$ cat src/verilog/postPkg.sv
// post-code package with source ids, fault word types, code bases, strides and dwell constant
package postPkg;

   //////////////////////////////
   // sources
   //////////////////////////////

   localparam int NumSources = 6;                     // bmc, pch, psu, cpu0, cpu1, mem

   // idle lowest, then sources in priority order
   typedef enum logic [2:0] {
      Idle,
      Bmc,
      Pch,
      Psu,
      Cpu0,
      Cpu1,
      Mem
   } sourceIdT;

   //////////////////////////////
   // fault words
   //////////////////////////////

   // raw sequencer words, msb of each is the timer flag
   typedef struct packed {
      logic [4:0] bmc;                                // 4 vrs
      logic [3:0] pch;                                // 3 vrs
      logic [2:0] psu;                                // psu + main
      logic [7:0] cpu0;                               // 7 vrs
      logic [7:0] cpu1;                               // 7 vrs
      logic [8:0] mem;                                // 8 pwrgd_fail lines
   } errorCodesT;

   typedef struct packed {
      logic       isTimer;                            // set = rail never came up
      logic [7:0] vrMask;                             // failed rails, zero extended
   } faultWordT;

   typedef faultWordT [NumSources-1:0] faultArrayT;   // slot 0 is bmc ... slot 5 is mem

   // flags to master sequencer
   typedef struct packed {
      logic bmc;
      logic pch;
      logic psu;
      logic cpuMem;                                   // cpu0 | cpu1 | mem
   } seqFailT;

   typedef struct packed {
      logic [7:0] digitHigh;                          // active low, bit 7 = dp
      logic [7:0] digitLow;
   } segPairT;

   //////////////////////////////
   // post code tables
   //////////////////////////////

   // indexed by slot, bmc first
   localparam logic [7:0] PgBase    [0:NumSources-1] = '{8'h01, 8'h05, 8'h08, 8'h0A, 8'h0B, 8'h18};
   localparam logic [7:0] TimerBase [0:NumSources-1] = '{8'h20, 8'h24, 8'h27, 8'h29, 8'h2A, 8'h37};
   localparam logic [7:0] CodeStride[0:NumSources-1] = '{8'd1, 8'd1, 8'd1, 8'd2, 8'd2, 8'd1};

   // hex digit to segments, dp lit
   localparam logic [7:0] SegTable[0:15] = '{
      8'h40, 8'h79, 8'h24, 8'h30, 8'h19, 8'h12, 8'h02, 8'h78,
      8'h00, 8'h10, 8'h08, 8'h03, 8'h46, 8'h21, 8'h06, 8'h0E
   };

   localparam logic [7:0] SegReset = 8'hBF;           // dash + dp

   localparam logic [31:0] DwellCycles = 32'd2000000; // 1 s at 2 MHz

endpackage

$ cat src/verilog/codeLookup.sv
// code lookup: turns the displayed source's fault word into an 8-bit post code
`timescale 1ns/10ps

module codeLookup (
   input  postPkg::faultArrayT faults,
   input  postPkg::sourceIdT   curSource,
   output logic [7:0]          postCode              // don't care in Idle
);

   logic [2:0]         slot;                         // faults index of curSource
   postPkg::faultWordT word;                         // selected fault word
   logic [2:0]         idx;                          // lowest failed rail
   logic [7:0]         base;

   //////////////////////////////
   // select word
   //////////////////////////////

   // Idle maps to slot 0, the result is not used there
   assign slot = (curSource == postPkg::Idle) ? 3'd0 : 3'(curSource) - 3'd1;
   assign word = faults[slot];

   //////////////////////////////
   // lowest set rail
   //////////////////////////////

   always_comb
   begin
      idx = 3'd0;                                    // empty mask gives rail 0
      for (int i = 7; i >= 0; i--)
      begin
         if (word.vrMask[i])
         begin
            idx = 3'(i);                             // last hit = lowest bit
         end
      end
   end

   //////////////////////////////
   // base + stride
   //////////////////////////////

   // timer faults use their own base
   assign base = word.isTimer ? postPkg::TimerBase[slot] : postPkg::PgBase[slot];

   // cpu codes interleave, hence stride 2 there
   assign postCode = base + 8'(idx) * postPkg::CodeStride[slot];

endmodule

$ cat src/verilog/dwellTimer.sv
// dwell timer: counts cycles from each restart and flags the last cycle of the dwell
`timescale 1ns/10ps

module dwellTimer #(
   parameter logic [31:0] dwellCycles = postPkg::DwellCycles   // cycles per source
) (
   input  logic iClk,
   input  logic rstN,
   input  logic dwellRestart,                        // first cycle of a source
   output logic dwellDone                            // last cycle of dwell
);

   logic [31:0] count;                               // registered count
   logic [31:0] countNow;                            // count seen this cycle

   assign countNow  = dwellRestart ? 32'd0 : count;  // restart cycle reads as zero
   assign dwellDone = (countNow == dwellCycles - 32'd1);

   always_ff @(posedge iClk)
   begin
      if (!rstN)
      begin
         count <= 32'd0;
      end
      else if (!dwellDone)
      begin
         count <= countNow + 32'd1;
      end
      else
      begin
         count <= countNow;                          // saturate at terminal count
      end
   end

endmodule

$ cat src/verilog/faultCollect.sv
// fault collector: splits raw words into uniform fault words and forms fail flags
`timescale 1ns/10ps

module faultCollect (
   input  postPkg::errorCodesT               errorCodes,
   output postPkg::faultArrayT               faults,   // one word per source
   output logic [postPkg::NumSources-1:0]    srcFail,  // bit 0 = bmc
   output postPkg::seqFailT                  seqFail
);

   //////////////////////////////
   // normalize words
   //////////////////////////////

   // msb goes to isTimer, rest zero extended
   assign faults[0].isTimer = errorCodes.bmc[4];
   assign faults[0].vrMask  = 8'(errorCodes.bmc[3:0]);
   assign faults[1].isTimer = errorCodes.pch[3];
   assign faults[1].vrMask  = 8'(errorCodes.pch[2:0]);
   assign faults[2].isTimer = errorCodes.psu[2];
   assign faults[2].vrMask  = 8'(errorCodes.psu[1:0]);
   assign faults[3].isTimer = errorCodes.cpu0[7];
   assign faults[3].vrMask  = 8'(errorCodes.cpu0[6:0]);
   assign faults[4].isTimer = errorCodes.cpu1[7];
   assign faults[4].vrMask  = 8'(errorCodes.cpu1[6:0]);
   assign faults[5].isTimer = errorCodes.mem[8];   // mem uses the full 8-bit mask
   assign faults[5].vrMask  = errorCodes.mem[7:0];

   //////////////////////////////
   // fail flags
   //////////////////////////////

   assign srcFail[0] = |errorCodes.bmc;              // any bit set = failed
   assign srcFail[1] = |errorCodes.pch;
   assign srcFail[2] = |errorCodes.psu;
   assign srcFail[3] = |errorCodes.cpu0;
   assign srcFail[4] = |errorCodes.cpu1;
   assign srcFail[5] = |errorCodes.mem;

   assign seqFail.bmc    = srcFail[0];
   assign seqFail.pch    = srcFail[1];
   assign seqFail.psu    = srcFail[2];
   assign seqFail.cpuMem = srcFail[3] | srcFail[4] | srcFail[5];   // merged for master seq

endmodule

$ cat src/verilog/postFsm.sv
// rotation fsm: picks which failing source is on the display and when to move on
`timescale 1ns/10ps

module postFsm (
   input  logic                            iClk,
   input  logic                            rstN,
   input  logic [postPkg::NumSources-1:0]  srcFail,      // bit i = source i+1
   input  logic                            dwellDone,    // current dwell over
   output postPkg::sourceIdT               curSource,
   output logic                            dwellRestart  // one cycle on entry
);

   postPkg::sourceIdT nextSrc;                       // lowest failing above current
   logic              step;                          // take nextSrc this edge

   //////////////////////////////
   // next source search
   //////////////////////////////

   // source ids are slot + 1, so slots >= curSource lie above it
   // from Idle this covers every slot
   always_comb
   begin
      nextSrc = postPkg::Idle;                       // nothing left, back to idle
      for (int i = postPkg::NumSources - 1; i >= 0; i--)
      begin
         if (srcFail[i] && (i >= int'(curSource)))
         begin
            nextSrc = postPkg::sourceIdT'(3'(i + 1)); // downward loop, lowest wins
         end
      end
   end

   // idle re-evaluates every cycle, a source only at end of dwell
   always_comb
   begin
      if (curSource == postPkg::Idle)
      begin
         step = 1'b1;
      end
      else
      begin
         step = dwellDone;
      end
   end

   //////////////////////////////
   // state register
   //////////////////////////////

   always_ff @(posedge iClk)
   begin
      if (!rstN)
      begin
         curSource    <= postPkg::Idle;
         dwellRestart <= 1'b0;
      end
      else
      begin
         dwellRestart <= step && (nextSrc != postPkg::Idle);   // pulse on source entry
         if (step)
         begin
            curSource <= nextSrc;                    // idle->idle when no faults
         end
      end
   end

endmodule

$ cat src/verilog/postTop.sv
// post-code top: fault collector, rotation fsm, dwell timer, code lookup, segment driver
`timescale 1ns/10ps

module postTop #(
   parameter logic [31:0] dwellCycles = postPkg::DwellCycles   // shortened in sim
) (
   input  logic                iClk,
   input  logic                rstN,                 // sync, active low
   input  postPkg::errorCodesT errorCodes,           // raw sequencer words
   output postPkg::seqFailT    seqFail,              // to master sequencer
   output postPkg::segPairT    display               // two 7-seg digits
);

   postPkg::faultArrayT          faults;             // normalized words
   logic [postPkg::NumSources-1:0] srcFail;          // per source fail bit
   postPkg::sourceIdT            curSource;          // source on display
   logic                         dwellRestart;       // new source entered
   logic                         dwellDone;          // dwell elapsed
   logic [7:0]                   postCode;           // code of curSource

   faultCollect uFaultCollect (
      .errorCodes (errorCodes),
      .faults     (faults),
      .srcFail    (srcFail),
      .seqFail    (seqFail)
   );

   postFsm uPostFsm (
      .iClk         (iClk),
      .rstN         (rstN),
      .srcFail      (srcFail),
      .dwellDone    (dwellDone),
      .curSource    (curSource),
      .dwellRestart (dwellRestart)
   );

   dwellTimer #(.dwellCycles(dwellCycles)) uDwellTimer (
      .iClk         (iClk),
      .rstN         (rstN),
      .dwellRestart (dwellRestart),
      .dwellDone    (dwellDone)
   );

   codeLookup uCodeLookup (
      .faults    (faults),
      .curSource (curSource),
      .postCode  (postCode)
   );

   segEncode uSegEncode (
      .iClk      (iClk),
      .rstN      (rstN),
      .curSource (curSource),
      .postCode  (postCode),
      .display   (display)
   );

endmodule

$ cat src/verilog/segEncode.sv
// segment driver: registers both seven-segment digits from the post code
`timescale 1ns/10ps

module segEncode (
   input  logic              iClk,
   input  logic              rstN,
   input  postPkg::sourceIdT curSource,              // Idle = hold
   input  logic [7:0]        postCode,
   output postPkg::segPairT  display                 // active low, dp lit
);

   postPkg::segPairT nextDisplay;                    // patterns for this code

   //////////////////////////////
   // nibble decode
   //////////////////////////////

   assign nextDisplay.digitHigh = postPkg::SegTable[postCode[7:4]];   // upper hex digit
   assign nextDisplay.digitLow  = postPkg::SegTable[postCode[3:0]];   // lower hex digit

   //////////////////////////////
   // digit registers
   //////////////////////////////

   // a source is shown one cycle after the state changes
   // Idle keeps the last code on the digits
   always_ff @(posedge iClk)
   begin
      if (!rstN)
      begin
         display.digitHigh <= postPkg::SegReset;     // .- on both digits
         display.digitLow  <= postPkg::SegReset;
      end
      else if (curSource != postPkg::Idle)
      begin
         display <= nextDisplay;
      end
   end

endmodule
$ cat config.mk
export PLATFORM = sky130hd
export DESIGN_NAME = postTop
export DESIGN_NICKNAME = d
export VERILOG_FILES = /design/src/verilog/postPkg.sv /design/src/verilog/codeLookup.sv /design/src/verilog/dwellTimer.sv /design/src/verilog/faultCollect.sv /design/src/verilog/postFsm.sv /design/src/verilog/postTop.sv /design/src/verilog/segEncode.sv
export SDC_FILE = /design/constraint.sdc
export NUM_CORES = 1
export LEC_CHECK = 0
export ABC_AREA = 1
export ABC_CLOCK_PERIOD_IN_PS = 5750
export BUFFER_PORTS_ARGS = -buffer_cell sky130_fd_sc_hd__buf_2
export CAP_MARGIN = 30
export CORE_MARGIN = 2
export CORE_UTILIZATION = 25
export CTS_CLUSTER_DIAMETER = 80
export DETAILED_ROUTE_END_ITERATION = 16
export HOLD_SLACK_MARGIN = 0.12
export PLACE_DENSITY_LB_ADDON = 0.1
export SLEW_MARGIN = 0
export SYNTH_ARGS = -nofsm -noshare
export SYNTH_HDL_FRONTEND = slang
export SYNTH_SLANG_ARGS = --single-unit
export TNS_END_PERCENT = 1
$ cat constraint.sdc
create_clock -name iClk -period 5.75 [get_ports iClk]
set_clock_uncertainty 0.15 [all_clocks]
set_input_delay 0.2875 -clock iClk [delete_from_list [all_inputs] [get_ports iClk]]
set_output_delay 0.2875 -clock iClk [all_outputs]
set_load 0.005 [all_outputs]
==> impl_metrics.py, run 1 <==
metrics = {
    "final_layout": {
        "syn_to_final_growth_pct": 15.2,
        "stdcell_area_um2": 4790,
        "antenna_cells": 0,
        "drive_above_1_share": 0.169,
        "final_nets": 772,
        "fin_util": 0.292,
    },
    "clock_tree": {
        "clockBufferDepth": 2,
        "cts_tree": "built",
        "post_cts_buffers": 0,
        "cts_buffers": 5,
        "cts_sinks": 51,
        "cts_hold_buf": 0,
        "ctsRootBufferMaster": "clkbuf_16",
        "path_clk_slew_ns": 0.07,
        "insertion_delay_ns": 0.30,
        "ctsResizeCount": 0,
        "htree_levels": 2,
    },
    "floorplanning": {
        "pin_count": 59,
        "die_height_um": 133,
        "die_w_um": 133,
        "dieArea_um2": 17700,
        "rows": 47,
        "start_util": 0.253,
        "core_region_area_um2": 16400,
    },
    "detailed_routing": {
        "drc": 0,
        "num_vias": 4247,
        "drt-total-wl_mm": 12.5,
        "detail-route-antenna-nets": 0,
        "drt_iter0_drc": 249,
        "wl_per_cell_um": 13.4,
        "viasPerCell": 4.55,
        "drt-pass1-iter-count": 4,
    },
    "logic_synthesis": {
        "synth_top_area_cell": "dfxtp_1",
        "seq_area_frac_synth": 0.245,
        "postSynthAreaPerCell_um2": 6.27,
        "yosys_warnings": 0,
        "synthTopCellsByArea": "dfxtp_1 25%, nand2_1 14%, inv_1 8.3%",
        "syn_area_um2": 4160,
        "yosys.area.top_type_share": 0.245,
        "synthCells": 663,
        "synth_edf_count": 0,
        "synth-async-reset-ratio": 0,
        "yosysUniqueCellTypes": 38,
        "synthTopCellsByCount": "157 x nand2_1, 92 x inv_1, 82 x nor2_1",
        "synthFlopType": "dfxtp_1",
        "synthesis.nets": 722,
        "synth_seq_cells": 51,
        "yosys.cell_count.top_type": "nand2_1",
    },
    "sta": {
        "slew-limit-headroom": 0.395,
        "drv_slew": 0,
        "fmax_ghz": 0.218,
        "hold_viol": 0,
        "worst_pin_slew_ns": 0.906,
        "layout_min_cycle_time_ns": 4.58,
        "period_share": 0.796,
        "rsz0062_at_grt": "false",
        "setup_tns_ns": 0,
        "setup-violations-final": 0,
    },
    "status": {
        "outcome": "complete, no violations",
    },
    "global_routing": {
        "grt_max_degree": 29,
        "grt_use_total": 0.144,
        "antenna_found_initial": 0,
        "grt.overflow.total": 0,
        "grt_pass1_wl_mm": 20.6,
        "grt_pass1_vias": 4063,
    },
    "setup_path": {
        "r2r_end": "uSegEncode.display[9]$_SDFFE_PN1N_",
        "r2r_cells": 23,
        "required_ns": 5.79,
        "critPathKind": "reg2reg",
        "critPathLaunchType": "register",
        "reg2reg_slack_ns": 1.17,
        "timing.rr.start": "uPostFsm.curSource[2]$_SDFFE_PN0P_",
        "critical_path_arrival_ns": 4.62,
        "worstSetupEndpointType": "register",
        "crit_fanout": 15,
        "worstSetupStartpoint": "uPostFsm.curSource[2]$_SDFFE_PN0P_",
    },
    "place": {
        "place_congestion": 0.835,
        "hpwlAfterDp_mm": 9.75,
        "dpl-instance-area_um2": 4620,
        "place.port_buffers": 58,
    },
    "hold_path": {
        "hold_start": "rstN",
        "hold_class": "in2reg",
        "holdPathEnd": "uSegEncode.display[7]$_SDFFE_PN1N_",
        "min_path_cells": 2,
    },
    "pwr": {
        "pwr-share-comb": 0.535,
        "p_seq_frac": 0.260,
        "p_int_w": 0.000952,
        "power_leakage_nw": 2.08,
        "clockPowerShare": 0.205,
        "peakVddDrop_uv": 265,
        "power_density_nw_per_um2": 365,
        "sw_frac_of_total": 0.456,
        "power_w": 0.00175,
        "switching_power_w": 0.000799,
    },
    "flow_run": {
        "max-cap-violations": 0,
    },
}
==> flip-flops by register name, indices dropped and copies added, names as in the netlist <==
signal,count
uDwellTimer.count,32
uPostFsm.dwellRestart,1
uPostFsm.curSource,3
uSegEncode.display,15
==> cell usage in the layout (no fill, tap or decap) <==
master     synthesis  final
nand2_2            5      5
nand3_1           48     48
nand3b_1           1      1
nor3_1            19     19
a21oi_1           40     40
o21ai_0           33     33
buf_2              2     58
nand2_4            5      5
nor2_1            82     82
clkbuf_16          0      5
and3_1             1      1
nand3_2            5      5
nor3_2             5      5
nand2_1          157    157
or2_0              1      1
ha_1              17     17
o2111ai_1          1      1
nor3b_2            2      2
buf_4              3      2
nor2_4             7      7
clkbuf_8           0      1
o21bai_1           2      2
dfxtp_1           51     51
or2_2              3      3
o21ai_1            3      3
nor4_2             1      1
bufinv_16          0      1
inv_2              5      5
nor2_2            14     14
nand4_1           13     13
inv_4              1      1
o311ai_0           2      2
o211ai_1          11     11
clkinv_2           0      1
xnor2_1            3      3
o21a_1             5      5
inv_1             92     92
xor2_1             4      4
fa_1               3      3
nor4_1             4      4
==> final cells by class <==
type                       count  area (um^2)
multi-input combinational    497         2650
tap                          220          275
clock buffer                   6          139
sequential                    51         1020
inverter                      98          370
fill                        1846        11600
timing repair buffer          60          305
clock inverter                 2         35.0
==> per-stage QoR <==
stage / worst slack, ns / std cells / hold WS, ns
CTS: 1.21 / 934 / 0.294
global route: 0.674 / 934 / 0.324
global placement: 1.33 / 926 / 0.294
detailed placement: 1.23 / 926 / 0.299
floorplan: 1.82 / 663 / 0.298
finish: 1.17 / 934 / 0.289
==> routing by layer <==
metal  vias up  wire, um  global-route usage
met5         -         0                   0
met4         0       178              0.0406
met3        15       440              0.0207
met2        64      5860               0.240
met1      1924      6040               0.195
li1       2244         -                   -
==> power by group through the flow <==
stage / sequential, W / clock, W / combinational [W]
2_1_floorplan: 0.000455 / 0 / 0.000722
3_3_place_gp: 0.000463 / 0 / 0.000952
3_5_place_dp: 0.000463 / 0 / 0.000944
4_1_cts: 0.000456 / 0.000374 / 0.000952
5_1_grt: 0.000463 / 0.000385 / 0.00108
6_report: 0.000455 / 0.000358 / 0.000937
==> worst max-delay path, cell delays in order (launching register included) <==
cell      delay, ns
dfxtp_1        0.52
nor2_2         0.11
nor2_2         0.45
nand2_1        0.10
o211ai_1       0.10
nand3_1        0.13
nor2_1         0.23
o21ai_1        0.13
nor2_1         0.11
ha_1           0.26
fa_1           0.54
fa_1           0.45
nand2_1        0.08
inv_1          0.04
o21ai_0        0.15
nand2_1        0.12
inv_1          0.09
nand3_1        0.10
nand2_1        0.10
ha_1           0.23
inv_1          0.05
o21ai_1        0.06
inv_1          0.09
o21bai_1       0.06
==> cell families after synthesis <==
family / synth area share
AO/OA/AOI/OAI: 0.130
XOR/XNOR: 0.0147
adder cells (fa/ha/maj): 0.0656
buffers and inverters: 0.119
flip-flops: 0.245
AND/OR/NAND/NOR: 0.425
==> worst max-delay path by stage <==
stage	depth (start not counted)	slack [ns]	endpoint
global placement	23	1.33	uSegEncode.display[9]$_SDFFE_PN1N_
detailed placement	23	1.23	uSegEncode.display[9]$_SDFFE_PN1N_
global route	23	0.67	uSegEncode.display[14]$_SDFFE_PN0N_
finish	23	1.17	uSegEncode.display[9]$_SDFFE_PN1N_
CTS	23	1.21	uSegEncode.display[9]$_SDFFE_PN1N_
floorplan	26	1.82	uSegEncode.display[9]$_SDFFE_PN1N_
No activity file was read; power rests on OpenSTA's default activity.
==> run 2, diff against run 1 <==
--- a/config.mk
+++ b/config.mk
@@ -6,7 +6,7 @@
 export NUM_CORES = 1
 export LEC_CHECK = 0
 export ABC_AREA = 1
-export ABC_CLOCK_PERIOD_IN_PS = 5750
+export ABC_CLOCK_PERIOD_IN_PS = 4800
 export BUFFER_PORTS_ARGS = -buffer_cell sky130_fd_sc_hd__buf_2
 export CAP_MARGIN = 30
 export CORE_MARGIN = 2
==> constraint.sdc (replaced) <==
create_clock -name iClk -period 4.8 [get_ports iClk]
set_clock_uncertainty 0.15 [all_clocks]
set_input_delay 0.24 -clock iClk [delete_from_list [all_inputs] [get_ports iClk]]
set_output_delay 0.24 -clock iClk [all_outputs]
set_load 0.005 [all_outputs]
==> impl_metrics.py, run 2 (same netlist as run 1, synthesis figures left out) <==
metrics = {
    "global_routing": {
        "grt_max_degree": 29,
        "grt_use_total": 0.145,
        "grt.overflow.total": 0,
        "grt_pass1_wl_mm": 21.0,
        "grt_pass1_vias": 4168,
        "antenna_found_initial": 0,
    },
    "detailed_routing": {
        "drc": 0,
        "drt_iter0_drc": 219,
        "num_vias": 4337,
        "drt-pass1-iter-count": 4,
        "detail-route-antenna-nets": 0,
        "viasPerCell": 4.64,
        "drt-total-wl_mm": 12.7,
        "wl_per_cell_um": 13.6,
    },
    "final_layout": {
        "antenna_cells": 0,
        "final_nets": 773,
        "regMostFlops": "uDwellTimer.count",
        "drive_above_1_share": 0.175,
        "largest_reg_flops": 32,
        "fin_util": 0.293,
        "final_cell_mix": "157 x nand2_1, 92 x inv_1, 82 x nor2_1",
        "reg_top3": "uDwellTimer.count x32, uSegEncode.display x15, uPostFsm.curSource x3",
        "final_common_cell": "nand2_1",
        "syn_to_final_growth_pct": 15.6,
        "stdcell_area_um2": 4810,
    },
    "pwr": {
        "power_leakage_nw": 2.09,
        "power_density_nw_per_um2": 443,
        "peakVddDrop_uv": 347,
    },
    "place": {
        "place.port_buffers": 58,
        "dpl-instance-area_um2": 4620,
        "hpwlAfterDp_mm": 10.0,
        "place_congestion": 0.878,
    },
    "floorplanning": {
        "rows": 47,
        "die_w_um": 133,
        "core_region_area_um2": 16400,
        "start_util": 0.253,
        "die_height_um": 133,
        "pin_count": 59,
        "dieArea_um2": 17700,
    },
    "sta": {
        "fmax_ghz": 0.231,
        "setup_tns_ns": 0,
        "hold_slack_ns": 0.244,
        "hold_viol": 0,
        "setup-violations-final": 0,
        "rsz0062_at_grt": "false",
        "layout_min_cycle_time_ns": 4.32,
        "drv_slew": 0,
        "period_share": 0.900,
        "slew-limit-headroom": 0.400,
        "worst_pin_slew_ns": 0.899,
    },
    "setup_path": {
        "crit_fanout": 7,
        "worstSetupEndpointType": "register",
        "critPathKind": "reg2reg",
        "critical_path_arrival_ns": 4.35,
        "required_ns": 4.83,
        "critPathLaunchType": "register",
    },
    "flow_run": {
        "max-cap-violations": 0,
    },
    "clock_tree": {
        "cts_sinks": 51,
        "path_clk_slew_ns": 0.07,
        "cts_tree": "built",
        "cts_hold_buf": 0,
        "ctsRootBufferMaster": "clkbuf_16",
        "cts_buffers": 5,
        "htree_levels": 2,
        "insertion_delay_ns": 0.29,
        "post_cts_buffers": 0,
        "clockBufferDepth": 2,
    },
    "hold_path": {
        "hold_class": "in2reg",
    },
    "status": {
        "outcome": "complete, no violations",
    },
}
## run 2: layer usage
layer,global-route usage,wire [um],up-vias,part of all wire
met5,0,0,-,0
met4,0.0233,142,0,0.011
met3,0.0172,314,10,0.025
met2,0.252,6030,65,0.47
met1,0.196,6260,2013,0.49
li1,-,-,2249,-
## run 2: area by class of cell
| type | instances | area, um^2 |
|---|---|---|
| Tap cell | 220 | 275 |
| Clock inverter | 3 | 43.8 |
| Inverter | 98 | 370 |
| Sequential cell | 51 | 1020 |
| Clock buffer | 5 | 125 |
| Multi-Input combinational cell | 497 | 2660 |
| Timing Repair Buffer | 61 | 313 |
| Fill cell | 1832 | 11600 |
## run 2: critical path, cell delays in order (launching register included)
cell      delay, ns
dfxtp_2        0.39
nand2_1        0.09
inv_2          0.07
nor2_2         0.30
nor2_4         0.09
o21a_1         0.11
o21ai_0        0.07
nand3_1        0.13
nor2_1         0.19
o21ai_1        0.12
nor2_1         0.10
ha_1           0.25
fa_1           0.54
fa_1           0.46
nand2_1        0.08
inv_1          0.04
o21ai_0        0.14
nand2_1        0.12
inv_1          0.08
nand3_1        0.09
nand2_1        0.10
ha_1           0.23
inv_1          0.05
o21ai_1        0.06
inv_1          0.09
o21bai_1       0.06
## run 2: repair_timing
action	4_1_cts	5_1_grt
hold endpoints to repair	0	0
setup endpoints to repair	0	10
resized for setup	0	5
## run 2: power breakdown
part | total [W] | switching, W | internal (W)
clock network | 0.000417 | 0.000171 | 0.000246
registers | 0.000552 | 0.0000556 | 0.000497
logic | 0.00116 | 0.000764 | 0.000396
total | 0.00213 | 0.000990 | 0.00114
## run 2: worst paths after layout
path | start | endpoint | slack, ns | cells after the start
setup / recovery | uPostFsm.curSource[0]$_SDFFE_PN0P_ | uSegEncode.display[9]$_SDFFE_PN1N_ | 0.48 | 25
hold / removal | rstN | uSegEncode.display[7]$_SDFFE_PN1N_ | 0.24 | 2
setup reg to reg | uPostFsm.curSource[0]$_SDFFE_PN0P_ | uSegEncode.display[9]$_SDFFE_PN1N_ | 0.48 | 25
hold reg to reg | uSegEncode.display[7]$_SDFFE_PN1N_ | uSegEncode.display[7]$_SDFFE_PN1N_ | 0.31 | 2
## run 2: metrics by stage
| stage | setup slack, ns | power [W] | instances |
|---|---|---|---|
| floorplan | 0.867 | 0.00141 | 663 |
| global placement | 0.377 | 0.00171 | 927 |
| detailed placement | 0.278 | 0.00172 | 927 |
| CTS | 0.270 | 0.00214 | 935 |
| global route | 0.0165 | 0.00234 | 935 |
| finish | 0.480 | 0.00213 | 935 |
